File: src/verilog/bk_pkg.sv
package bk_pkg;

	// ------------------------------------------------------------------
	// bus bundles
	// ------------------------------------------------------------------
	typedef struct packed {
		logic [15:0] addr;
		logic [15:0] wdata;
		logic        sync;
		logic        din;
		logic        dout;
		logic        wtbt;   // byte operation
		logic        iako;   // interrupt acknowledge
		logic        ifetch;
		logic [2:0]  pri;    // psw priority
	} cpu_req_t;

	typedef struct packed {
		logic [15:0] rdata;
		logic        rply;
		logic        virq;
		logic        error;
	} cpu_resp_t;

	typedef struct packed {
		logic [15:0] addr;
		logic [15:0] wdata;
		logic        wt;
		logic        rd;
		logic        byte_op;
	} mem_req_t;

	typedef enum logic [1:0] {
		SPACE_RAM,
		SPACE_ROM,
		SPACE_REG
	} space_t;

	typedef enum logic [2:0] {
		SEL_NONE,
		SEL_KBD_STATE,
		SEL_KBD_DATA,
		SEL_ROLL,
		SEL_USR,
		SEL_INIT
	} reg_sel_t;

	// ------------------------------------------------------------------
	// address map and register constants
	// ------------------------------------------------------------------
	localparam logic [8:0]  REG_PAGE_TAG  = 9'b111111111; // 177600 and up
	localparam logic [6:0]  REG_KBD_STATE = 7'o060;
	localparam logic [6:0]  REG_KBD_DATA  = 7'o062;
	localparam logic [6:0]  REG_ROLL      = 7'o064;
	localparam logic [6:0]  REG_USR       = 7'o114;
	localparam logic [6:0]  REG_INIT      = 7'o116;

	localparam logic [15:0] ROLL_RESET    = 16'o001330;
	localparam logic [7:0]  INIT_HI       = 8'o200;     // start address high byte
	localparam logic [15:0] VEC_KBD       = 16'o000060;
	localparam logic [15:0] VEC_KBD_AR2   = 16'o000274;

endpackage

File: src/verilog/bk_addr_decoder.sv
module bk_addr_decoder (
	input  logic [15:0]      addr,
	output bk_pkg::space_t   space,
	output bk_pkg::reg_sel_t sel
);
	import bk_pkg::*;

	logic reg_page;

	assign reg_page = (addr[15:7] == REG_PAGE_TAG);

	// ------------------------------------------------------------------
	// address space
	// ------------------------------------------------------------------
	always_comb begin
		if (!addr[15])
			space = SPACE_RAM;    // lower 32K
		else if (reg_page)
			space = SPACE_REG;
		else
			space = SPACE_ROM;
	end

	// register select within the system page
	always_comb begin
		sel = SEL_NONE;
		if (reg_page) begin
			case (addr[6:0])
				REG_KBD_STATE: sel = SEL_KBD_STATE;
				REG_KBD_DATA:  sel = SEL_KBD_DATA;
				REG_ROLL:      sel = SEL_ROLL;
				REG_USR:       sel = SEL_USR;
				REG_INIT:      sel = SEL_INIT;
				default:       sel = SEL_NONE;    // unimplemented register
			endcase
		end
	end

endmodule

File: src/verilog/bk_bus_sequencer.sv
module bk_bus_sequencer (
	input  logic             m_clock,
	input  logic             p_reset,
	input  logic             ce,
	input  logic             sync,
	input  logic             din,
	input  logic             dout,
	input  bk_pkg::space_t   space,
	input  bk_pkg::reg_sel_t sel,
	input  logic             mem_rdy,
	input  logic             ifetch,
	input  logic             stopkey,
	output logic             sync_edge,
	output logic             wr_stb,
	output logic             rply,
	output logic             error
);
	import bk_pkg::*;

	logic sync_q;
	logic rply_latch;   // cycle started, reply pending
	logic fault;
	logic bad_reg;
	logic rom_write;
	logic fault_cond;
	logic active;

	assign sync_edge = sync & ~sync_q;

	// ------------------------------------------------------------------
	// fault detection
	// ------------------------------------------------------------------
	assign bad_reg    = (space == SPACE_REG) && (sel == SEL_NONE);
	assign rom_write  = (space == SPACE_ROM) && dout;
	assign fault_cond = bad_reg | rom_write;

	// any strobe counts as bus activity for the fault register
	assign active = sync | din | dout;

	always_ff @(posedge m_clock) begin
		if (p_reset) begin
			fault <= 1'b0;
		end else if (ce) begin
			if (active)
				fault <= fault_cond;    // held between cycles
		end
	end

	// ------------------------------------------------------------------
	// reply and write strobe
	// ------------------------------------------------------------------
	always_ff @(posedge m_clock) begin
		if (p_reset) begin
			sync_q     <= 1'b0;
			rply_latch <= 1'b0;
			wr_stb     <= 1'b0;
			rply       <= 1'b0;
		end else if (ce) begin
			sync_q <= sync;

			if (sync_edge) begin
				rply_latch <= 1'b1;
				wr_stb     <= dout;    // level strobe for the whole cycle
			end

			if (rply_latch && mem_rdy && !fault)
				rply <= 1'b1;    // sticky until sync drops

			// end of cycle
			if (!sync) begin
				rply_latch <= 1'b0;
				wr_stb     <= 1'b0;
				rply       <= 1'b0;
			end
		end
	end

	// stop key traps on the next instruction fetch
	assign error = fault | (ifetch & stopkey);

endmodule

File: src/verilog/bk_sys_regs.sv
module bk_sys_regs (
	input  logic             m_clock,
	input  logic             p_reset,
	input  logic             ce,
	input  bk_pkg::reg_sel_t sel,
	input  logic             wr_stb,
	input  logic             din,
	input  logic             iako,
	input  logic [15:0]      wdata,
	input  logic [2:0]       pri,
	input  logic [7:0]       kbd_data,
	input  logic             kbd_available,
	input  logic             kbd_ar2,
	input  logic             stopkey,
	input  logic             keydown,
	input  logic             tape_in,
	output logic [15:0]      reg_rdata,
	output logic             virq,
	output logic             read_kbd,
	output logic             tape_out,
	output logic [7:0]       roll_out,
	output logic [15:0]      vector
);
	import bk_pkg::*;

	logic        kbd_int_mask;   // bit 6 of kbd state, 1 blocks irq
	logic [15:0] roll;
	logic        stopkey_latch;
	logic        init_latch;     // init register written since last read
	logic        init_rd_q;
	logic        rd_en;
	logic        init_rd;
	logic        wr_en;

	// a vector fetch is not a register read
	assign rd_en   = din & ~iako;
	assign init_rd = rd_en & (sel == SEL_INIT);
	assign wr_en   = wr_stb & ~iako;

	// ------------------------------------------------------------------
	// register writes and status latches
	// ------------------------------------------------------------------
	always_ff @(posedge m_clock) begin
		if (p_reset) begin
			kbd_int_mask  <= 1'b0;
			roll          <= ROLL_RESET;
			tape_out      <= 1'b0;
			stopkey_latch <= 1'b0;
			init_latch    <= 1'b0;
			init_rd_q     <= 1'b0;
		end else if (ce) begin
			init_rd_q <= init_rd;

			if (stopkey)
				stopkey_latch <= 1'b1;

			if (wr_en) begin
				case (sel)
					SEL_KBD_STATE: kbd_int_mask <= wdata[6];
					SEL_ROLL:      roll <= wdata;
					SEL_INIT: begin
						tape_out   <= wdata[6];
						init_latch <= 1'b1;
					end
					default: ;    // usr port ignores writes
				endcase
			end

			// latches clear once the init read has finished,
			// so the cycle itself still returns them
			if (init_rd_q && !init_rd) begin
				stopkey_latch <= 1'b0;
				init_latch    <= 1'b0;
			end
		end
	end

	// ------------------------------------------------------------------
	// read mux
	// ------------------------------------------------------------------
	always_comb begin
		case (sel)
			SEL_KBD_STATE: reg_rdata = {8'h00, kbd_available, kbd_int_mask, 6'b000000};
			SEL_KBD_DATA:  reg_rdata = {8'h00, kbd_data};
			SEL_ROLL:      reg_rdata = roll;
			SEL_INIT: begin
				reg_rdata = {INIT_HI, 1'b1, ~keydown, tape_in, 2'b00,
					stopkey_latch | init_latch, 2'b00};
			end
			default:       reg_rdata = 16'h0000;    // usr port reads zero
		endcase
	end

	assign read_kbd = rd_en & (sel == SEL_KBD_DATA);    // acknowledge to scanner
	assign roll_out = roll[7:0];

	// ------------------------------------------------------------------
	// keyboard interrupt
	// ------------------------------------------------------------------
	assign virq   = kbd_available & ~kbd_int_mask & (pri == 3'd0);
	assign vector = kbd_ar2 ? VEC_KBD_AR2 : VEC_KBD;

endmodule

File: src/verilog/bk_mem_port.sv
module bk_mem_port (
	input  logic            m_clock,
	input  logic            p_reset,
	input  logic            ce,
	input  logic            sync_edge,
	input  logic            wr_stb,
	input  logic            din,
	input  logic            iako,
	input  logic [15:0]     addr,
	input  logic [15:0]     wdata,
	input  logic            wtbt,
	input  bk_pkg::space_t  space,
	input  logic [15:0]     mem_rdata,
	input  logic [15:0]     reg_rdata,
	input  logic [15:0]     vector,
	output bk_pkg::mem_req_t mem_req,
	output logic [15:0]     rdata
);
	import bk_pkg::*;

	logic [15:0] wdata_q;
	logic [15:0] rd_q;
	logic [15:0] mem_rd_word;
	logic        odd_byte;
	logic        in_ram;
	logic        in_mem;

	assign odd_byte = wtbt & addr[0];
	assign in_ram   = (space == SPACE_RAM);
	assign in_mem   = (space == SPACE_RAM) || (space == SPACE_ROM);

	// ------------------------------------------------------------------
	// write path
	// ------------------------------------------------------------------
	always_ff @(posedge m_clock) begin
		if (ce && sync_edge)
			wdata_q <= odd_byte ? {wdata[7:0], wdata[7:0]} : wdata;    // high lane copy
	end

	assign mem_req.addr    = addr;
	assign mem_req.wdata   = wdata_q;
	assign mem_req.wt      = wr_stb & in_ram;
	assign mem_req.rd      = din & in_mem;
	assign mem_req.byte_op = wtbt;

	// ------------------------------------------------------------------
	// read path
	// ------------------------------------------------------------------
	always_comb begin
		if (!wtbt)
			mem_rd_word = mem_rdata;
		else if (addr[0])
			mem_rd_word = {8'h00, mem_rdata[15:8]};    // odd byte
		else
			mem_rd_word = {8'h00, mem_rdata[7:0]};
	end

	always_ff @(posedge m_clock) begin
		if (p_reset) begin
			rd_q <= 16'h0000;
		end else if (ce && din) begin
			rd_q <= (space == SPACE_REG) ? reg_rdata : mem_rd_word;
		end
	end

	// vector goes straight out during acknowledge
	assign rdata = iako ? vector : rd_q;

endmodule

File: src/verilog/bk_bus_core.sv
module bk_bus_core (
	input  logic              m_clock,
	input  logic              p_reset,
	input  logic              ce,
	input  bk_pkg::cpu_req_t  cpu_req,
	output bk_pkg::cpu_resp_t cpu_resp,
	output bk_pkg::mem_req_t  mem_req,
	input  logic [15:0]       mem_rdata,
	input  logic              mem_rdy,
	input  logic [7:0]        kbd_data,
	input  logic              kbd_available,
	input  logic              kbd_ar2,
	input  logic              stopkey,
	input  logic              keydown,
	output logic              read_kbd,
	input  logic              tape_in,
	output logic              tape_out,
	output logic [7:0]        roll_out
);
	import bk_pkg::*;

	space_t      space;
	reg_sel_t    sel;
	logic        sync_edge;
	logic        wr_stb;
	logic [15:0] reg_rdata;
	logic [15:0] vector;

	// ------------------------------------------------------------------
	// bus control
	// ------------------------------------------------------------------
	bk_bus_sequencer u_bk_bus_sequencer (
		.m_clock   (m_clock),
		.p_reset   (p_reset),
		.ce        (ce),
		.sync      (cpu_req.sync),
		.din       (cpu_req.din),
		.dout      (cpu_req.dout),
		.space     (space),
		.sel       (sel),
		.mem_rdy   (mem_rdy),
		.ifetch    (cpu_req.ifetch),
		.stopkey   (stopkey),
		.sync_edge (sync_edge),
		.wr_stb    (wr_stb),
		.rply      (cpu_resp.rply),
		.error     (cpu_resp.error)
	);

	bk_addr_decoder u_bk_addr_decoder (
		.addr  (cpu_req.addr),
		.space (space),
		.sel   (sel)
	);

	// ------------------------------------------------------------------
	// system registers and memory
	// ------------------------------------------------------------------
	bk_sys_regs u_bk_sys_regs (
		.m_clock       (m_clock),
		.p_reset       (p_reset),
		.ce            (ce),
		.sel           (sel),
		.wr_stb        (wr_stb),
		.din           (cpu_req.din),
		.iako          (cpu_req.iako),
		.wdata         (cpu_req.wdata),
		.pri           (cpu_req.pri),
		.kbd_data      (kbd_data),
		.kbd_available (kbd_available),
		.kbd_ar2       (kbd_ar2),
		.stopkey       (stopkey),
		.keydown       (keydown),
		.tape_in       (tape_in),
		.reg_rdata     (reg_rdata),
		.virq          (cpu_resp.virq),
		.read_kbd      (read_kbd),
		.tape_out      (tape_out),
		.roll_out      (roll_out),
		.vector        (vector)
	);

	bk_mem_port u_bk_mem_port (
		.m_clock   (m_clock),
		.p_reset   (p_reset),
		.ce        (ce),
		.sync_edge (sync_edge),
		.wr_stb    (wr_stb),
		.din       (cpu_req.din),
		.iako      (cpu_req.iako),
		.addr      (cpu_req.addr),
		.wdata     (cpu_req.wdata),
		.wtbt      (cpu_req.wtbt),
		.space     (space),
		.mem_rdata (mem_rdata),
		.reg_rdata (reg_rdata),
		.vector    (vector),
		.mem_req   (mem_req),
		.rdata     (cpu_resp.rdata)
	);

endmodule

File: config.mk
export PLATFORM = sky130hd
export DESIGN_NAME = bk_bus_core
export DESIGN_NICKNAME = d
export VERILOG_FILES = /design/src/verilog/bk_pkg.sv /design/src/verilog/bk_addr_decoder.sv /design/src/verilog/bk_bus_sequencer.sv /design/src/verilog/bk_sys_regs.sv /design/src/verilog/bk_mem_port.sv /design/src/verilog/bk_bus_core.sv
export SDC_FILE = /design/constraint.sdc
export NUM_CORES = 1
export LEC_CHECK = 0
export BUFFER_PORTS_ARGS = -buffer_cell sky130_fd_sc_hd__buf_4
export CAP_MARGIN = 10
export CORE_UTILIZATION = 45
export DETAILED_ROUTE_END_ITERATION = 8
export PLACE_DENSITY = 0.74
export SLEW_MARGIN = 15
export SYNTH_ARGS = -nofsm -noshare
export SYNTH_HDL_FRONTEND = slang
export SYNTH_HIERARCHICAL = 1
export SYNTH_SLANG_ARGS = --single-unit
File: constraint.sdc
create_clock -name m_clock -period 6.7 [get_ports m_clock]
set_clock_uncertainty 0.05 [all_clocks]
set_input_delay 2.01 -clock m_clock [delete_from_list [all_inputs] [get_ports m_clock]]
set_output_delay 2.01 -clock m_clock [all_outputs]
set_load 0.01 [all_outputs]
# Word-level counts from Yosys, hierarchy flattened
# Cells that the tools add are included.
# op_classes
n_eq_ne,14
n_shift,0
n_mul,0
div_mod_pow,0
n_reduce_logical,24
muxes,22
bitwise_logic,20
magnitude_cmp,0
add_sub_neg,0
# op_table
op,n
2-to-1 mux 16 bit,4
one-hot mux 16 bit (4 select lines),1
"equality test 7 x 6 -> 1 bit, second input constant",3
2-to-1 mux 8 bit,2
one-hot mux 3 bit (5 select lines),1
"equality test 7 bit, second input constant",2
AND reduction 3 bit,4
AND 1 bit,11
2-to-1 mux 1 bit,11
"equality test 9 bit, second input constant",1
AND reduction 2 bit,4
logical AND 1 bit,7
"equality test 3 x 2 -> 1 bit, second input constant",2
zero test 3 bit,2
nonzero test 2 bit,3
bitwise OR 1 bit,5
2-to-1 mux 2 bit,2
"!= test 2 x 1 -> 1 bit, second input constant",2
inverter 1 bit,4
"equality test 3 x 1 -> 1 bit, second input constant",1
"equality test 3 bit, second input constant",1
2-to-1 mux 3 bit,1
"equality test 2 x 1 -> 1 bit, second input constant",1
"equality test 2 bit, second input constant",1
3 further kinds,4
# word_totals
word_cells,93
in_bits,74
ram_bits,0
output_inout_bits,64
memories,0
latchBits,0
romBits,0
reg_bits,58

# Logic depth before layout (Yosys ltp)
# logic_depth
word_depth,9
depth_mapped,10
depth_no_buf,9

# Cells and area by module
# The synthesis kept the hierarchy.
# modules_own_cells
mod,seq_area_each_um2,cells_each,instances,area_each_um2
bk_mem_port,800.8,157,1,1839.3
bk_sys_regs,420.4,163,1,1401.3
bk_bus_sequencer,100.1,27,1,242.7
bk_addr_decoder,0.0,14,1,131.4

# Worst setup path before layout
# No wires, ideal clock.
# synth_path
kind,input to output
from,input cpu_req[35] (netlist bit)
to,output read_kbd
cell_stages,5
t_arrival_ps,3413
required_time_ps,4640
path_buffers,0
path_slack_ps,1227
cell_sequence,and4_4 nand3_4 nor4_2 nor2b_1 and3_1
# synth_via
elab_chain_cells,4
# synth_lines
item,line_no,text
"start, declared",bk_bus_core.sv:5,"input bk_pkg::cpu_req_t cpu_req,"
equality test 9 bit,bk_addr_decoder.sv:10,assign reg_page = (addr[15:7] == REG_PAGE_TAG);
2-to-1 mux 3 bit,bk_addr_decoder.sv:27,if (reg_page) begin
via sel[1],bk_bus_core.sv:23,reg_sel_t sel;
equality test 3 x 2 -> 1 bit,bk_sys_regs.sv:94,assign read_kbd = rd_en & (sel == SEL_KBD_DATA);
AND 1 bit,bk_sys_regs.sv:94,
"end, declared",bk_bus_core.sv:15,"output logic read_kbd,"
# The timed path passes the listed nets, and every way through them passes these cells.

# Worst setup path in the final report
# Ends and elaborated chain as after synthesis.

==> impl_metrics.yaml <==
setup_path:
  required_ps: 4640
  worstPathMaxFanout: 9
  endpoint_kind: "output pin"
  cp_slowest_cell: "nor2b_1"
  arrival_ps: 3660
  path_cells: "buf_4, and4_4, nand3_4, nor4_2, buf_4, nor2b_1, and3_1, buf_4"
  crit_path_max_incr_delay_ps: 440
  path_common_cell: "buf_4"
  crit_path_start_kind: "input pin"
  reg2reg_depth: 3
  path_class: "input pin to output pin"
cts:
  clock_latency_ps: 330
  cts_resized: 0
  cts_tree: "done"
  hold_buffers: 0
  cts.clk_slew.worst_paths_ps: 60
  cts.sinks: 58
  htreeDepth: 3
  clock-root-buffer: "clkbuf_8"
  clockBufferDepth: 2
  numCtsBuffers: 9
  post_cts_buffers: 0
synth:
  syn_area_um2: 3610
  ys_ff_latch: 58
  yosysWarnings: 6
  synth_top_family_by_area: "simple AND/OR/NAND/NOR gates"
  yosysTopAreaCell: "dfxtp_1"
  synth_compound_area_share_pct: 8.34
  synth_cell_types: 54
  syn_area_per_cell_um2: 10.0
  synthMuxAreaShare_pct: 18.0
  ys_seq_area_share_pct: 36.6
  synth_xor_area_share_pct: 0.242
  synthAdderAreaFrac_pct: 0
  synth_top_area_share_pct: 23.3
  synthTopCellsByArea: "dfxtp_1, edfxtp_1, mux2i_1, buf_4, nand2b_1"
  postSynthCellCount: 361
  synthSimpleGateAreaFrac_pct: 23.7
global_routing:
  grt_usage_pct: 20.3
  grtUsageMet3_pct: 3.48
  overflow: 0
  grt_max_degree: 67
  grt_pass1_wl_mm: 13.4
  gr-max-usage-layer: "met2"
  grt_use_met2_pct: 35.1
  antenna_found_initial: 0
  use_met1_pct: 24.5
  grt_pass1_vias: 2847
place:
  port-buffer-count: 137
  dpl.hpwl_mm: 6.29
  routabilityCongestion: 0.896
  dpl.cell_count: 552
timing:
  setup_viol: 0
  rsz0062_at_grt: "false"
  max_freq_mhz: 175
  fin_setup_tns_ps: 0
  drv_slew: 0
  finalHoldViolCount: 0
  worst_slew_pin_slew_ps: 959
  finalCritPeriodShare_pct: 85.4
  fin_crit_ps: 5720
  max_slew_margin_pct: 35.9
route:
  wire_per_inst_um: 14.9
  dr.pass1.iters: 4
  drc: 0
  drtAntennaViolNets: 0
  drt_iter0_markers: 143
  vias: 2947
  via_per_inst: 5.19
  drt-total-wl_mm: 8.44
floorplan:
  start_util_pct: 46.5
  rows: 32
  die_h_um: 91.6
  core_um2: 7770
  die_width_um: 91.6
  ios: 138
  die_area_um2: 8400
cells_and_area:
  layout-drive-gt1-share_pct: 41.4
  finalNetCount: 535
  top_regs: "u_bk_mem_port/rd_q (16), u_bk_mem_port/wdata_q (16), u_bk_sys_regs/roll (16)"
  syn_to_final_growth_pct: 26.5
  final_cell_mix: "buf_4, dfxtp_1, nand2b_1"
  postLayoutCoreUtil_pct: 58.9
  diodes: 0
  final_common_cell: "buf_4"
  finalNonFillerCells: 568
power_and_ir_drop:
  p_sw_share_pct: 24.9
  powerDensity_nw_per_um2: 181
  peakVddDrop_v: 0.000142
  seqPwrFrac_pct: 45.7
  p_sw_w: 0.000206
  power.total_w: 0.000829
  p_clk_share_pct: 36.8
  power_frac_comb_pct: 17.5
  leakage_nw: 1.96
  internal_power_w: 0.000623
status:
  status: "complete, no violations"
worst_hold_path:
  hold_depth: 2
  hp-class: "flip-flop to flip-flop"
run:
  maxCapViolCount: 0
-- synth_stat cells, drive strengths merged --
library cell	number
and2b	2
and2	2
o21a	1
edfxtp	16
nand2	14
a21o	1
a221oi	1
o31ai	1
mux2	24
clkbuf	8
nand4b	12
nand3b	12
o22ai	1
and3	8
a21oi	8
nor3b	1
a21boi	1
nor2	27
o21bai	1
nor4	3
or4	1
and4b	1
o2bb2ai	1
a311oi	8
and4	2
clkinv	1
o221ai	8
dfxtp	42
a22o	1
inv	4
nand3	2
conb	2
xor2	1
nand2b	38
mux2i	35
o21ai	5
and3b	1
and4bb	1
a41oi	1
buf	54
nor2b	5
nor3	3
-- metrics by stage --
stage          setup slack [ps]  area, µm²  hold WS [ps]
6_report                    979       4570           417
5_1_grt                     892       4570           445
4_1_cts                     989       4570           421
3_5_place_dp               1010       4390           409
3_3_place_gp               1060       4390           399
2_1_floorplan              1230       3660           390
-- cell type report --
cell class	instances	area (µm²)
clock inverters	7	60.1
multi-input cells	247	1870
fillers	712	3190
inverters	5	18.8
flip-flops and latches	58	1320
clock buffers	9	124
well taps	102	128
repair buffers	140	1050
-- final timing paths --
| path | start | end | slack, ps |
|---|---|---|---|
| worst max register to register | u_bk_bus_sequencer/wr_stb$_SDFFE_PP0P_ | u_bk_sys_regs/roll[1]$_SDFFE_PP0P_ | 4990 |
| worst max-delay path | cpu_req[35] | read_kbd | 980 |
| worst min-delay path | u_bk_sys_regs/init_rd_q$_SDFFE_PP0P_ | u_bk_sys_regs/init_rd_q$_SDFFE_PP0P_ | 420 |
| worst min register to register | u_bk_sys_regs/init_rd_q$_SDFFE_PP0P_ | u_bk_sys_regs/init_rd_q$_SDFFE_PP0P_ | 420 |
-- cells by family (layout without fill, tap and decap cells) --
family / after synthesis / after routing
multiplexers: 59 / 59
AO/OA/AOI/OAI: 39 / 39
flip-flops: 58 / 58
AND/OR/NAND/NOR: 135 / 135
other: 2 / 13
buffers and inverters: 67 / 161
XOR/XNOR: 1 / 1
-- power by group through the flow --
stage	clock [W]	combinational [W]	sequential (W)
after floorplan	0	0.0000799	0.000387
after global placement	0	0.000143	0.000386
after detailed placement	0	0.000146	0.000387
after CTS	0.000313	0.000146	0.000379
after global routing	0.000330	0.000157	0.000380
final	0.000305	0.000145	0.000379
-- critical path: cells and delay by family --
family	cells	cell delay (ps)
buffers and inverters	3	410
AND/OR/NAND/NOR	5	1240
-- routing by layer --
layer	wire, µm	share of wire (%)
met5	0	0
met4	123	1.5
met3	497	5.9
met2	4290	51
met1	3530	42
(Power assumes the default switching activity.)
